<file path="src/common/soc_macros.svh">
`ifndef SOC_MACROS_SVH
`define SOC_MACROS_SVH

// on-chip ram depth in 32-bit words
`define SOC_RAM_WORDS 256

// address map
`define SOC_RAM_BASE   32'h0000_0000
`define SOC_FLASH_BASE 32'h0100_0000
`define SOC_REG_BASE   32'h0200_0000

// flash window is 16 MB, register block is 16 bytes
`define SOC_FLASH_BYTES 32'h0100_0000
`define SOC_REG_BYTES   32'h0000_0010

// standard single-bit read
`define SOC_FLASH_CMD_READ 8'h03

`endif

</file>
<file path="src/common/soc_pkg.sv">
package soc_pkg;

  ////////////////////////////////////////////////////////////
  // processor bus
  ////////////////////////////////////////////////////////////

  // a request with nonzero wstrb is a write
  typedef struct packed {
    logic        valid;
    logic        instr;
    logic [31:0] addr;
    logic [31:0] wdata;
    logic [3:0]  wstrb;
  } mem_req_t;

  typedef struct packed {
    logic        ready;
    logic [31:0] rdata;
  } mem_rsp_t;

  typedef enum logic [1:0] {
    TGT_RAM,
    TGT_FLASH,
    TGT_REGS,
    TGT_NONE
  } bus_target_e;

  ////////////////////////////////////////////////////////////
  // flash port
  ////////////////////////////////////////////////////////////

  typedef enum logic [2:0] {
    FL_IDLE,
    FL_CMD,
    FL_ADDR,
    FL_DATA,
    FL_DONE
  } flash_state_e;

  typedef struct packed {
    logic       enable;
    logic [7:0] clk_div;
  } flash_cfg_t;

endpackage

</file>
<file path="src/verilog/soc_bus_decode.sv">
`include "soc_macros.svh"

module soc_bus_decode
  import soc_pkg::*;
(
  input  var logic     clk,
  input  var logic     reset,
  input  var mem_req_t bus_req,
  output var mem_rsp_t bus_rsp,
  output var mem_req_t ram_req,
  output var mem_req_t flash_req,
  output var mem_req_t reg_req,
  input  var mem_rsp_t ram_rsp,
  input  var mem_rsp_t flash_rsp,
  input  var mem_rsp_t reg_rsp
);
  localparam logic [31:0] RAM_BYTES = 32'(4 * `SOC_RAM_WORDS);

  bus_target_e tgt;
  logic        none_ready;

  // unsigned offset compare covers both ends of each window
  always_comb begin
    if ((bus_req.addr - `SOC_RAM_BASE) < RAM_BYTES) begin
      tgt = TGT_RAM;
    end else if ((bus_req.addr - `SOC_FLASH_BASE) < `SOC_FLASH_BYTES) begin
      tgt = TGT_FLASH;
    end else if ((bus_req.addr - `SOC_REG_BASE) < `SOC_REG_BYTES) begin
      tgt = TGT_REGS;
    end else begin
      tgt = TGT_NONE;
    end
  end

  always_comb begin
    ram_req         = bus_req;
    ram_req.valid   = bus_req.valid && (tgt == TGT_RAM);
    flash_req       = bus_req;
    flash_req.valid = bus_req.valid && (tgt == TGT_FLASH);
    reg_req         = bus_req;
    reg_req.valid   = bus_req.valid && (tgt == TGT_REGS);
  end

  // unmapped accesses get an empty answer one cycle later
  always_ff @(posedge clk) begin
    if (reset) begin
      none_ready <= 1'b0;
    end else begin
      none_ready <= bus_req.valid && (tgt == TGT_NONE) && !none_ready;
    end
  end

  always_comb begin
    case (tgt)
      TGT_RAM:   bus_rsp = ram_rsp;
      TGT_FLASH: bus_rsp = flash_rsp;
      TGT_REGS:  bus_rsp = reg_rsp;
      default:   bus_rsp = '{ready: none_ready, rdata: 32'h0};
    endcase
  end

endmodule

</file>
<file path="config.mk">
export PLATFORM = sky130hd
export DESIGN_NAME = soc_bus_decode
export DESIGN_NICKNAME = d
export VERILOG_FILES = /design/src/common/soc_pkg.sv /design/src/verilog/soc_bus_decode.sv
export VERILOG_INCLUDE_DIRS = /design/src /design/src/common
export SDC_FILE = /design/constraint.sdc
export NUM_CORES = 1
export LEC_CHECK = 0
export ABC_AREA = 1
export BUFFER_PORTS_ARGS = -buffer_cell sky130_fd_sc_hd__buf_2
export CAP_MARGIN = 20
export CORE_AREA = 10 10 154 156
export DETAILED_ROUTE_END_ITERATION = 16
export DIE_AREA = 0 0 164 166
export PLACE_DENSITY = 0.5
export SETUP_SLACK_MARGIN = 0.4
export SLEW_MARGIN = 10
export SYNTH_ARGS = -nofsm -noshare
export SYNTH_HDL_FRONTEND = slang
export SYNTH_SLANG_ARGS = --single-unit
</file>
<file path="constraint.sdc">
create_clock -name clk -period 1.46 [get_ports clk]
set_input_delay 0.073 -clock clk [delete_from_list [all_inputs] [get_ports clk]]
set_output_delay 0.073 -clock clk [all_outputs]
set_load 0.01 [all_outputs]
</file>
==> impl_metrics.env <==
export IMPL_async_reset_ff_share_pct=0
export IMPL_wl_met3_um=1530
export IMPL_synthCells=411
export IMPL_hold_path_class="input port to primary output"
export IMPL_finalHoldViolCount=0
export IMPL_synth_edf_count=0
export IMPL_die_h_um=166
export IMPL_cp_data_arrival_time_ns=1.51
export IMPL_first_pass_iters=4
export IMPL_ys_warnings_count=0
export IMPL_num_rows=53
export IMPL_postSynthAreaPerCell_sq_um=6.44
export IMPL_rr_worst_depth=1
export IMPL_io_buffers=249
export IMPL_via_per_inst=3.44
export IMPL_synth_seq_area_share_pct=0.757
export IMPL_synthToLayoutAreaGrowth_pct=54.7
export IMPL_drtAntennaViolNets=0
export IMPL_maxSlewHeadroom_pct=82.1
export IMPL_synth_compound_area_share_pct=3.88
export IMPL_p_per_area_nw_per_um2=144
export IMPL_rr_startpoint="none_ready$_SDFF_PP0_"
export IMPL_grt_pass1_vias=2935
export IMPL_route_detailed_wl_per_inst_um=16.9
export IMPL_place_inst=751
export IMPL_ios=414
export IMPL_hpwlAfterDp_um=10400
export IMPL_largest_reg_flops=1
export IMPL_fill_cells=2298
export IMPL_ys_ff_latch=1
export IMPL_die_area_sq_um=27200
export IMPL_synth_common_cells="buf_4 (215), nand2_1 (71), nand3_1 (40), nor2_1 (20), a22oi_1 (13)"
export IMPL_hold_path_cell_count=0
export IMPL_gp_congestion=0.892
export IMPL_final_area_sq_um=4090
export IMPL_yosys_area_top_type="buf_4"
export IMPL_finalPower_mw=0.591
export IMPL_synthMuxAreaShare_pct=0
export IMPL_peakVddDrop_mv=0.101
export IMPL_yosys_top_cells_area="buf_4 (61%), nand2_1 (10%), nand3_1 (7.6%)"
export IMPL_wl_met1_um=4660
export IMPL_grt_pass1_wl_um=17800
export IMPL_nets=671
export IMPL_finalSetupViolCount=33
export IMPL_synthAdderAreaFrac_pct=0.946
export IMPL_status="finished with violations"
export IMPL_crit_type="input port to primary output"
export IMPL_drc_errors=0
export IMPL_fmax_mhz=630
export IMPL_placed_area_sq_um=3130
export IMPL_clock_latency_ns=0
export IMPL_yosys_area_share_simple_pct=29.6
export IMPL_ys_flop_type="dfxtp_1"
export IMPL_vias=2658
export IMPL_p_leak_nw=2.13
export IMPL_cap_viol_max_count=0
export IMPL_dr_max_layer_used="met5"
export IMPL_finalNonFillerCells=772
export IMPL_yosysUniqueCellTypes=22
export IMPL_core_area_sq_um=20700
export IMPL_reg2reg_to="none_ready$_SDFF_PP0_"
export IMPL_synthXorXnorAreaFrac_pct=0
export IMPL_cp_max_fo=6
export IMPL_wirelength_um=13000
export IMPL_hold_buffers=0
export IMPL_rsz0062_at_grt="yes"
export IMPL_finalCritPeriodShare_pct=109
export IMPL_synth_nets=584
export IMPL_slew_violations=0
export IMPL_critical_path_endpoint_type="primary output"
export IMPL_critical_path_startpoint_type="input port"
export IMPL_worst_slew_pin_slew_ns=0.268
export IMPL_required_ns=1.39
export IMPL_dr_first_iter_drc_count=117
export IMPL_wl_met2_um=6370
export IMPL_start_util_pct=12.8
export IMPL_reg_top3="none_ready: 1 flops"
export IMPL_synthMostInstantiatedCell="buf_4"
export IMPL_fin_skew_ns=0
export IMPL_groute_usage_overall_pct=8.44
export IMPL_min_from="bus_req[16]"
export IMPL_antenna_found_initial=2
export IMPL_violations="setup timing"
export IMPL_min_to="ram_req[16]"
export IMPL_fin_crit_ns=1.59
export IMPL_ff2ff_setup_slack_ns=0.91
export IMPL_regMostFlops="none_ready"
export IMPL_synth_area_sq_um=2650
export IMPL_grt_overflow=0
export IMPL_synth_top_family_by_area="buffers and inverters"
export IMPL_synth_top_area_share_pct=61.0
export IMPL_whs_ns=0.146
export IMPL_drive_gt1_share_pct=82.7
export IMPL_setup_slack_ns=-0.127
export IMPL_grt_max_degree=17
export IMPL_die_w_um=164
kinds of logic (layout without fill, tap and decap cells):
group                      count (synthesis)  after routing
buffers and inverters                    233            318
and+or+nand+nor                          161            161
AOI/OAI and AO/OA                         14             14
adders and majority gates                  2              2
DFF                                        1              1
other                                      0              1
cells in the final DEF, fill, tap and decap left out, types with 2 or more instances in the layout:
cell     count
a22oi_1     11
a22oi_2      2
buf_12      15
buf_16       6
buf_2      214
buf_4       24
buf_6       42
ha_4         2
inv_1        7
inv_2        4
nand2_1     52
nand2_2     19
nand2_4      9
nand3_1      3
nand3_2     30
nand3_4     16
nor2_1      10
nor2_2       9
nor2_4       8
final cells by class:
class | instances | area (sq um) | area share, %
diodes | 1 | 2.50 | 0.0611
inverters | 15 | 81.3 | 1.99
multi-input cells | 177 | 1410 | 34.4
flip-flops and latches | 1 | 20.0 | 0.489
well taps | 275 | 344 | 8.41
repair buffers | 303 | 2240 | 54.7
how the worst max path moves through the flow:
stage	slack, ns	endpoint	from	cells past startpoint
6_report	-0.13	bus_rsp[31]	bus_req[61]	13
4_1_cts	-0.14	bus_rsp[32]	bus_req[61]	13
3_3_place_gp	-0.27	bus_rsp[4]	bus_req[61]	14
5_1_grt	-0.21	bus_rsp[8]	bus_req[61]	13
2_1_floorplan	0.29	bus_rsp[12]	bus_req[61]	9
3_5_place_dp	-0.26	bus_rsp[4]	bus_req[61]	14
timing repair:
action,CTS,global route
endpoints found under the setup margin,37,37
resized for setup,94,28
buffers inserted,11,2
gates cloned,7,0
pin swaps,37,11
worst max-delay path: stages:
cell and delay (ns):
buf_12 0.09, inv_12 0.03, ha_4 0.25, nand2_4 0.04, nor2_4 0.11, nand3_2 0.10, nor2_4 0.20, buf_6 0.13
buf_12 0.10, buf_16 0.13, nand3_4 0.07, nand3_2 0.07, buf_6 0.10
stage by stage:
step	utilization, %	worst slack [ns]	setup TNS [ns]
after floorplan	-	0.286	0
after global placement	15.1	-0.270	-6.96
after detailed placement	15.1	-0.264	-6.95
after CTS	18.9	-0.138	-2.71
after global routing	19.8	-0.213	-5.14
final	19.8	-0.127	-2.26
power breakdown:
group | leakage (nW) | total [mW] | switching, mW | internal (mW)
clock network | 0.00000634 | 0.0000000916 | 0 | 0.0000000916
logic | 2.12 | 0.560 | 0.281 | 0.279
registers | 0.00829 | 0.0310 | 0.00151 | 0.0295
total | 2.13 | 0.591 | 0.282 | 0.309
layer usage:
metal	GRT usage [%]	vias up
met2	15.0	204
met1	8.59	1157
met3	3.74	36
met5	0	-
met4	2.84	2
li1	-	1259
Power figures use the tool's default switching activity.
