==> src/common/soc_macros.svh <==
`ifndef SOC_MACROS_SVH
`define SOC_MACROS_SVH

// on-chip ram depth in 32-bit words
`define SOC_RAM_WORDS 256

// address map
`define SOC_RAM_BASE   32'h0000_0000
`define SOC_FLASH_BASE 32'h0100_0000
`define SOC_REG_BASE   32'h0200_0000

// flash window is 16 MB, register block is 16 bytes
`define SOC_FLASH_BYTES 32'h0100_0000
`define SOC_REG_BYTES   32'h0000_0010

// standard single-bit read
`define SOC_FLASH_CMD_READ 8'h03

`endif

==> src/common/soc_pkg.sv <==
package soc_pkg;

  ////////////////////////////////////////////////////////////
  // processor bus
  ////////////////////////////////////////////////////////////

  // a request with nonzero wstrb is a write
  typedef struct packed {
    logic        valid;
    logic        instr;
    logic [31:0] addr;
    logic [31:0] wdata;
    logic [3:0]  wstrb;
  } mem_req_t;

  typedef struct packed {
    logic        ready;
    logic [31:0] rdata;
  } mem_rsp_t;

  typedef enum logic [1:0] {
    TGT_RAM,
    TGT_FLASH,
    TGT_REGS,
    TGT_NONE
  } bus_target_e;

  ////////////////////////////////////////////////////////////
  // flash port
  ////////////////////////////////////////////////////////////

  typedef enum logic [2:0] {
    FL_IDLE,
    FL_CMD,
    FL_ADDR,
    FL_DATA,
    FL_DONE
  } flash_state_e;

  typedef struct packed {
    logic       enable;
    logic [7:0] clk_div;
  } flash_cfg_t;

endpackage

==> src/spi_flash/spi_flash_regs.sv <==
module spi_flash_regs
  import soc_pkg::*;
(
  input  var logic       clk,
  input  var logic       reset,
  input  var mem_req_t   req,
  output var mem_rsp_t   rsp,
  output var flash_cfg_t flash_cfg
);
  logic        ready;
  logic [31:0] rdata;
  logic        access;
  logic [1:0]  offset;

  assign access = req.valid && !ready;
  assign offset = req.addr[3:2];

  // both registers live in byte lane 0
  always_ff @(posedge clk) begin
    if (reset) begin
      ready     <= 1'b0;
      flash_cfg <= '{enable: 1'b1, clk_div: 8'h00};
    end else begin
      ready <= access;
      if (access && req.wstrb[0]) begin
        case (offset)
          2'd0:    flash_cfg.enable <= req.wdata[0];
          2'd1:    flash_cfg.clk_div <= req.wdata[7:0];
          default: ;
        endcase
      end
    end
  end

  always_ff @(posedge clk) begin
    if (access) begin
      case (offset)
        2'd0:    rdata <= {31'h0, flash_cfg.enable};
        2'd1:    rdata <= {24'h0, flash_cfg.clk_div};
        default: rdata <= 32'h0;
      endcase
    end
  end

  always_comb begin
    rsp.ready = ready;
    rsp.rdata = rdata;
  end

endmodule

==> config.mk <==
export PLATFORM = sky130hd
export DESIGN_NAME = spi_flash_regs
export DESIGN_NICKNAME = d
export VERILOG_FILES = /design/src/common/soc_macros.svh /design/src/common/soc_pkg.sv /design/src/spi_flash/spi_flash_regs.sv
export SDC_FILE = /design/constraint.sdc
export NUM_CORES = 1
export LEC_CHECK = 0
export BUFFER_PORTS_ARGS = -buffer_cell sky130_fd_sc_hd__buf_2
export CAP_MARGIN = 20
export CORE_UTILIZATION = 30
export DETAILED_ROUTE_END_ITERATION = 7
export PLACE_DENSITY = 0.72
export RECOVER_POWER = 100
export SLEW_MARGIN = 0
export SYNTH_ARGS = -nofsm -noshare
export SYNTH_HDL_FRONTEND = slang
export SYNTH_SLANG_ARGS = --single-unit
==> constraint.sdc <==
create_clock -name clk -period 1.2 [get_ports clk]
set_clock_uncertainty 0.1 [all_clocks]
set_input_delay 0.12 -clock clk [delete_from_list [all_inputs] [get_ports clk]]
set_output_delay 0.12 -clock clk [all_outputs]
set_load 0.005 [all_outputs]
==> flow_summary.json, run 1 <==
{
  "antenna_cells": 0,
  "grt_setup_unrepaired": "yes",
  "rows": 20,
  "multi_input_area_um2": 409,
  "timing.rr.start": "ready",
  "p_total_w": 0.00117,
  "finalNetCount": 202,
  "vias": 637,
  "grt_antenna_before_repair": 0,
  "drive_gt1_share_pct": 32.6,
  "hold_start": "req[10]",
  "cts_buffer_depth": 2,
  "drc": 0,
  "die_w_um": 59.1,
  "hold_path_class": "in -> reg",
  "pwr-share-seq_pct": 57.4,
  "grt_usage_pct": 9.32,
  "slew_viol_final": 0,
  "ios": 114,
  "clk_latency_ps": 280,
  "start_util_pct": 31.8,
  "place_congestion": 0.673,
  "cts_root_buffer": "clkbuf_4",
  "clkSlewWorstSetupHoldPaths_ps": 100,
  "drt_iter0_drc": 15,
  "powerDensity_nw_per_um2": 991,
  "required_ps": 1090,
  "crit_arrival_ps": 1070,
  "worst_slack_ps": 20.1,
  "power_frac_comb_pct": 12.5,
  "use_met1_pct": 9.38,
  "crit_type": "reg -> reg",
  "outcome": "completed",
  "die-area_um2": 3500,
  "syn_inst": 89,
  "cts_tree": "done",
  "vias_per_cell": 3.68,
  "period_share_pct": 98.3,
  "dr.pass1.iters": 4,
  "final.min_clock_period_ps": 1180,
  "end_kind": "register",
  "clock_sinks": 18,
  "core_um2": 3080,
  "dp_slack_ps": 17.7,
  "synthDistinctLibCells": 15,
  "power_frac_clock_pct": 30.1,
  "peakVddDrop_mv": 0.370,
  "grt_busiest_layer": "met2",
  "finalHoldViolCount": 0,
  "met3_usage_pct": 1.31,
  "maxCapViolCount": 0,
  "cts_resized": 0,
  "swShare_pct": 21.2,
  "crit_start": "ready",
  "fp.dieH_um": 59.1,
  "area_growth_pct": 20.3,
  "cts_made_buffers": 3,
  "setup_violations": 0,
  "grt_pass1_wl_mm": 2.46,
  "ys_ff_latch": 18,
  "io_buffers": 31,
  "intPower_w": 0.000921,
  "switchingPower_w": 0.000248,
  "first_global_vias": 577,
  "fmax_mhz": 848,
  "placed_cell_area_um2": 1070,
  "fin_area_um2": 1180,
  "grt_max_degree": 20,
  "cts.htree.levels": 1,
  "ant_nets": 0,
  "syn_avg_cell_area_um2": 11.0,
  "tns_ps": 0,
  "syn-cell-area_um2": 980,
  "most-common-layout-cells": "conb_1, buf_2, nand2b_1",
  "wl_per_cell_um": 8.94,
  "grt_util_met2_pct": 18.7,
  "seqCellArea_um2": 442,
  "finalWirelength_mm": 1.55,
  "fillCellCount": 305,
  "crit_path_start_kind": "register",
  "synth-warning-count": 0,
  "hpwl_mm": 1.13,
  "path_max_fanout": 7,
  "leakage_nw": 0.531,
  "holdWs_ps": 16.5,
  "yosysSeqAreaShare_pct": 45.0,
  "grt-ovfl-total": 0
}
## stage by stage
step | utilization [%] | cells
global placement | 34.7 | 160
CTS | 38.7 | 173
finish | 38.3 | 173
floorplan | - | 112
global route | 38.3 | 173
detailed placement | 34.7 | 160
## cells by family after synthesis
| family | count (synthesis) | share of synthesized area [%] |
|---|---|---|
| AND/OR/NAND/NOR | 32 | 22.4 |
| buffers and inverters | 28 | 22.1 |
| flip-flops | 18 | 45.0 |
| multiplexers | 10 | 10.2 |
| other | 1 | 0.383 |
## critical path, stage by stage, from the launching register on
cell and delay, ps:
dfxtp_2 350, nor2b_4 120, buf_4 120, clkbuf_2 190
## worst paths after layout
| path | to | slack, ps | depth (start not counted) |
|---|---|---|---|
| setup / recovery | rdata[6] | 20 | 3 |
| hold / removal | flash_cfg[6] | 20 | 3 |
| setup reg to reg | rdata[6] | 20 | 3 |
| hold reg to reg | flash_cfg[5] | 390 | 2 |
## area by class of cell
class	count	area share, %
repair buffers	41	20.1
clock buffers	4	3.08
multi-input cells	66	34.7
well taps	44	4.67
flip-flops and latches	18	37.5
## power groups by stage
stage / clock, W / combinational, W / sequential (W)
floorplan: 0 / 0.000130 / 0.000686
global placement: 0 / 0.000122 / 0.000683
detailed placement: 0 / 0.000126 / 0.000684
CTS: 0.000372 / 0.000150 / 0.000670
global route: 0.000397 / 0.000164 / 0.000673
finish: 0.000352 / 0.000146 / 0.000670
## registers in the layout (all words and copies together), names as in the netlist
signal	flops
ready	1
rdata	8
flash_cfg	9
## per-layer routing
metal	part of all wire, %	up-vias
met1	41	280
met4	0.39	0
met3	6.7	2
met2	52	40
li1	-	315
met5	0	-
## cell usage after synthesis, drive strengths merged
| cell | instances | area (µm²) |
|---|---|---|
| buf | 27 | 213 |
| nand2b | 16 | 100 |
| dfxtp | 10 | 200 |
| mux2i | 10 | 100 |
| edfxtp | 8 | 240 |
| and2 | 7 | 52.6 |
| nor2 | 4 | 15.0 |
| nor2b | 3 | 33.8 |
| and3 | 2 | 17.5 |
| clkbuf | 1 | 3.75 |
| conb | 1 | 3.75 |
## what timing repair did
| action | CTS | global route |
|---|---|---|
| buffers inserted | 2 | 0 |
| pin swaps | 1 | 1 |
| setup endpoints to repair | 1 | 3 |
| hold buffers | 7 | 0 |
| endpoints found under the hold margin | 7 | 0 |
| cloned | 0 | 0 |
No activity file was read; power rests on OpenSTA's default activity.
==> inputs of run 2 (changes only) <==
==> constraint.sdc (replaced) <==
create_clock -name clk -period 1.2 [get_ports clk]
set_clock_uncertainty 0.1 [all_clocks]
set_input_delay 0.18 -clock clk [delete_from_list [all_inputs] [get_ports clk]]
set_output_delay 0.18 -clock clk [all_outputs]
set_load 0.005 [all_outputs]
==> flow_summary.json, run 2 (synthesis results as in run 1) <==
{
  "finalNetCount": 196,
  "outcome": "completed",
  "peakVddDrop_mv": 0.293,
  "ff2ff_path_depth": 3,
  "p_total_w": 0.00109,
  "end_kind": "register",
  "first_global_vias": 561,
  "cts_buffer_depth": 2,
  "period_share_pct": 95.8,
  "grt_antenna_before_repair": 0,
  "grt_pass1_wl_mm": 2.30,
  "final_common_cell": "buf_2",
  "vias": 629,
  "powerDensity_nw_per_um2": 978,
  "hpwl_mm": 1.20,
  "ios": 114,
  "start_util_pct": 31.8,
  "drt_iter0_drc": 13,
  "wl_per_cell_um": 9.33,
  "path_max_fanout": 8,
  "cts_made_buffers": 3,
  "most-common-layout-cells": "buf_2, conb_1, nand2b_1",
  "drc": 0,
  "final.min_clock_period_ps": 1150,
  "required_ps": 1310,
  "crit_end": "flash_cfg[0]",
  "dp_slack_ps": 31.7,
  "setup_violations": 0,
  "crit_start": "ready",
  "grt_max_degree": 20,
  "fillCellCount": 309,
  "r2r_setup_slack_ps": 50,
  "clkSlewWorstSetupHoldPaths_ps": 100,
  "grt_setup_unrepaired": "yes",
  "maxCapViolCount": 0,
  "ant_nets": 0,
  "cts_hold_buf": 0,
  "cts.htree.levels": 1,
  "crit_path_start_kind": "register",
  "multi_input_area_um2": 409,
  "r2r-end": "flash_cfg[0]",
  "clock_sinks": 18,
  "seqCellArea_um2": 442,
  "crit_type": "reg -> reg",
  "dr.pass1.iters": 2,
  "drive_gt1_share_pct": 40.2,
  "largest_reg_flops": 9,
  "fp.dieH_um": 59.1,
  "vias_per_cell": 3.79,
  "finalWirelength_mm": 1.55,
  "place_congestion": 0.674,
  "top_register": "flash_cfg",
  "crit_arrival_ps": 1260,
  "slew_viol_final": 0,
  "hold_path_class": "in -> reg",
  "leakage_nw": 0.526,
  "placed_cell_area_um2": 1080,
  "antenna_cells": 0,
  "io_buffers": 31,
  "rows": 20,
  "area_growth_pct": 13.7,
  "grt_usage_pct": 8.85,
  "top_regs": "flash_cfg x9, rdata x8, ready x1",
  "clk_latency_ps": 280,
  "cts_root_buffer": "clkbuf_4",
  "die_w_um": 59.1,
  "finalHoldViolCount": 0,
  "timing.rr.start": "ready",
  "worst_slack_ps": 50.6,
  "die-area_um2": 3500,
  "cts_resized": 0,
  "holdWs_ps": 42.4,
  "fin_area_um2": 1110,
  "grt-ovfl-total": 0,
  "fin_util_pct": 36.2,
  "core_um2": 3080,
  "fmax_mhz": 870,
  "cts_tree": "done"
}
==> run 2: cell count changes in the layout (fill, tap and decap cells not counted) <==
cell,change
clkbuf_2,-1
buf_2,+7
clkbuf_8,-1
dlygate4sd3_1,-7
clkbuf_1,-7
buf_4,+2
==> run 2: per-stage QoR <==
step,instances,setup TNS [ps]
6_report,166,0
5_1_grt,166,-0.836
4_1_cts,164,0
3_5_place_dp,161,0
3_3_place_gp,161,0
2_1_floorplan,112,-29.3
==> run 2: critical path, stage by stage, from the launching register on <==
cell and delay, ps:
dfxtp_2 340, nor2b_4 140, and3_4 300, mux2i_1 200
==> run 2: final cells by class <==
type | instances | area share, %
Clock buffer | 3 | 2.02
Multi-Input combinational cell | 66 | 36.7
Sequential cell | 18 | 39.7
Tap cell | 44 | 4.94
Timing Repair Buffer | 35 | 16.6
==> run 2: how the worst min path moves through the flow <==
| stage | end | start | slack [ps] | cells after the start |
|---|---|---|---|---|
| 2_1_floorplan | flash_cfg[1] | req[5] | 240 | 2 |
| 3_3_place_gp | flash_cfg[4] | req[8] | 340 | 3 |
| 3_5_place_dp | flash_cfg[5] | req[9] | 350 | 3 |
| 4_1_cts | flash_cfg[5] | req[9] | 40 | 3 |
| 5_1_grt | flash_cfg[7] | req[11] | 40 | 3 |
| 6_report | flash_cfg[7] | req[11] | 40 | 3 |
==> run 2: routing by layer <==
layer  up-vias  part of all wire [%]  GRT usage, %  routed length, µm
li1        304                     -             -                  -
met1       281                    39          8.66                608
met2        42                    51          17.2                797
met3         2                   8.3          1.53                128
met4         0                  0.84          5.10                 13
met5         -                     0             0                  0
==> run 2: power by group <==
part | internal, W | switching, W | total [W]
Combinational | 0.0000660 | 0.0000687 | 0.000135
Sequential | 0.000661 | 0.00000907 | 0.000670
Clock | 0.000116 | 0.000168 | 0.000284
Total | 0.000843 | 0.000246 | 0.00109
==> run 2: what timing repair did <==
action                                 4_1_cts  5_1_grt
endpoints found under the hold margin        0        0
buffers inserted                             0        2
setup endpoints to repair                    0        6
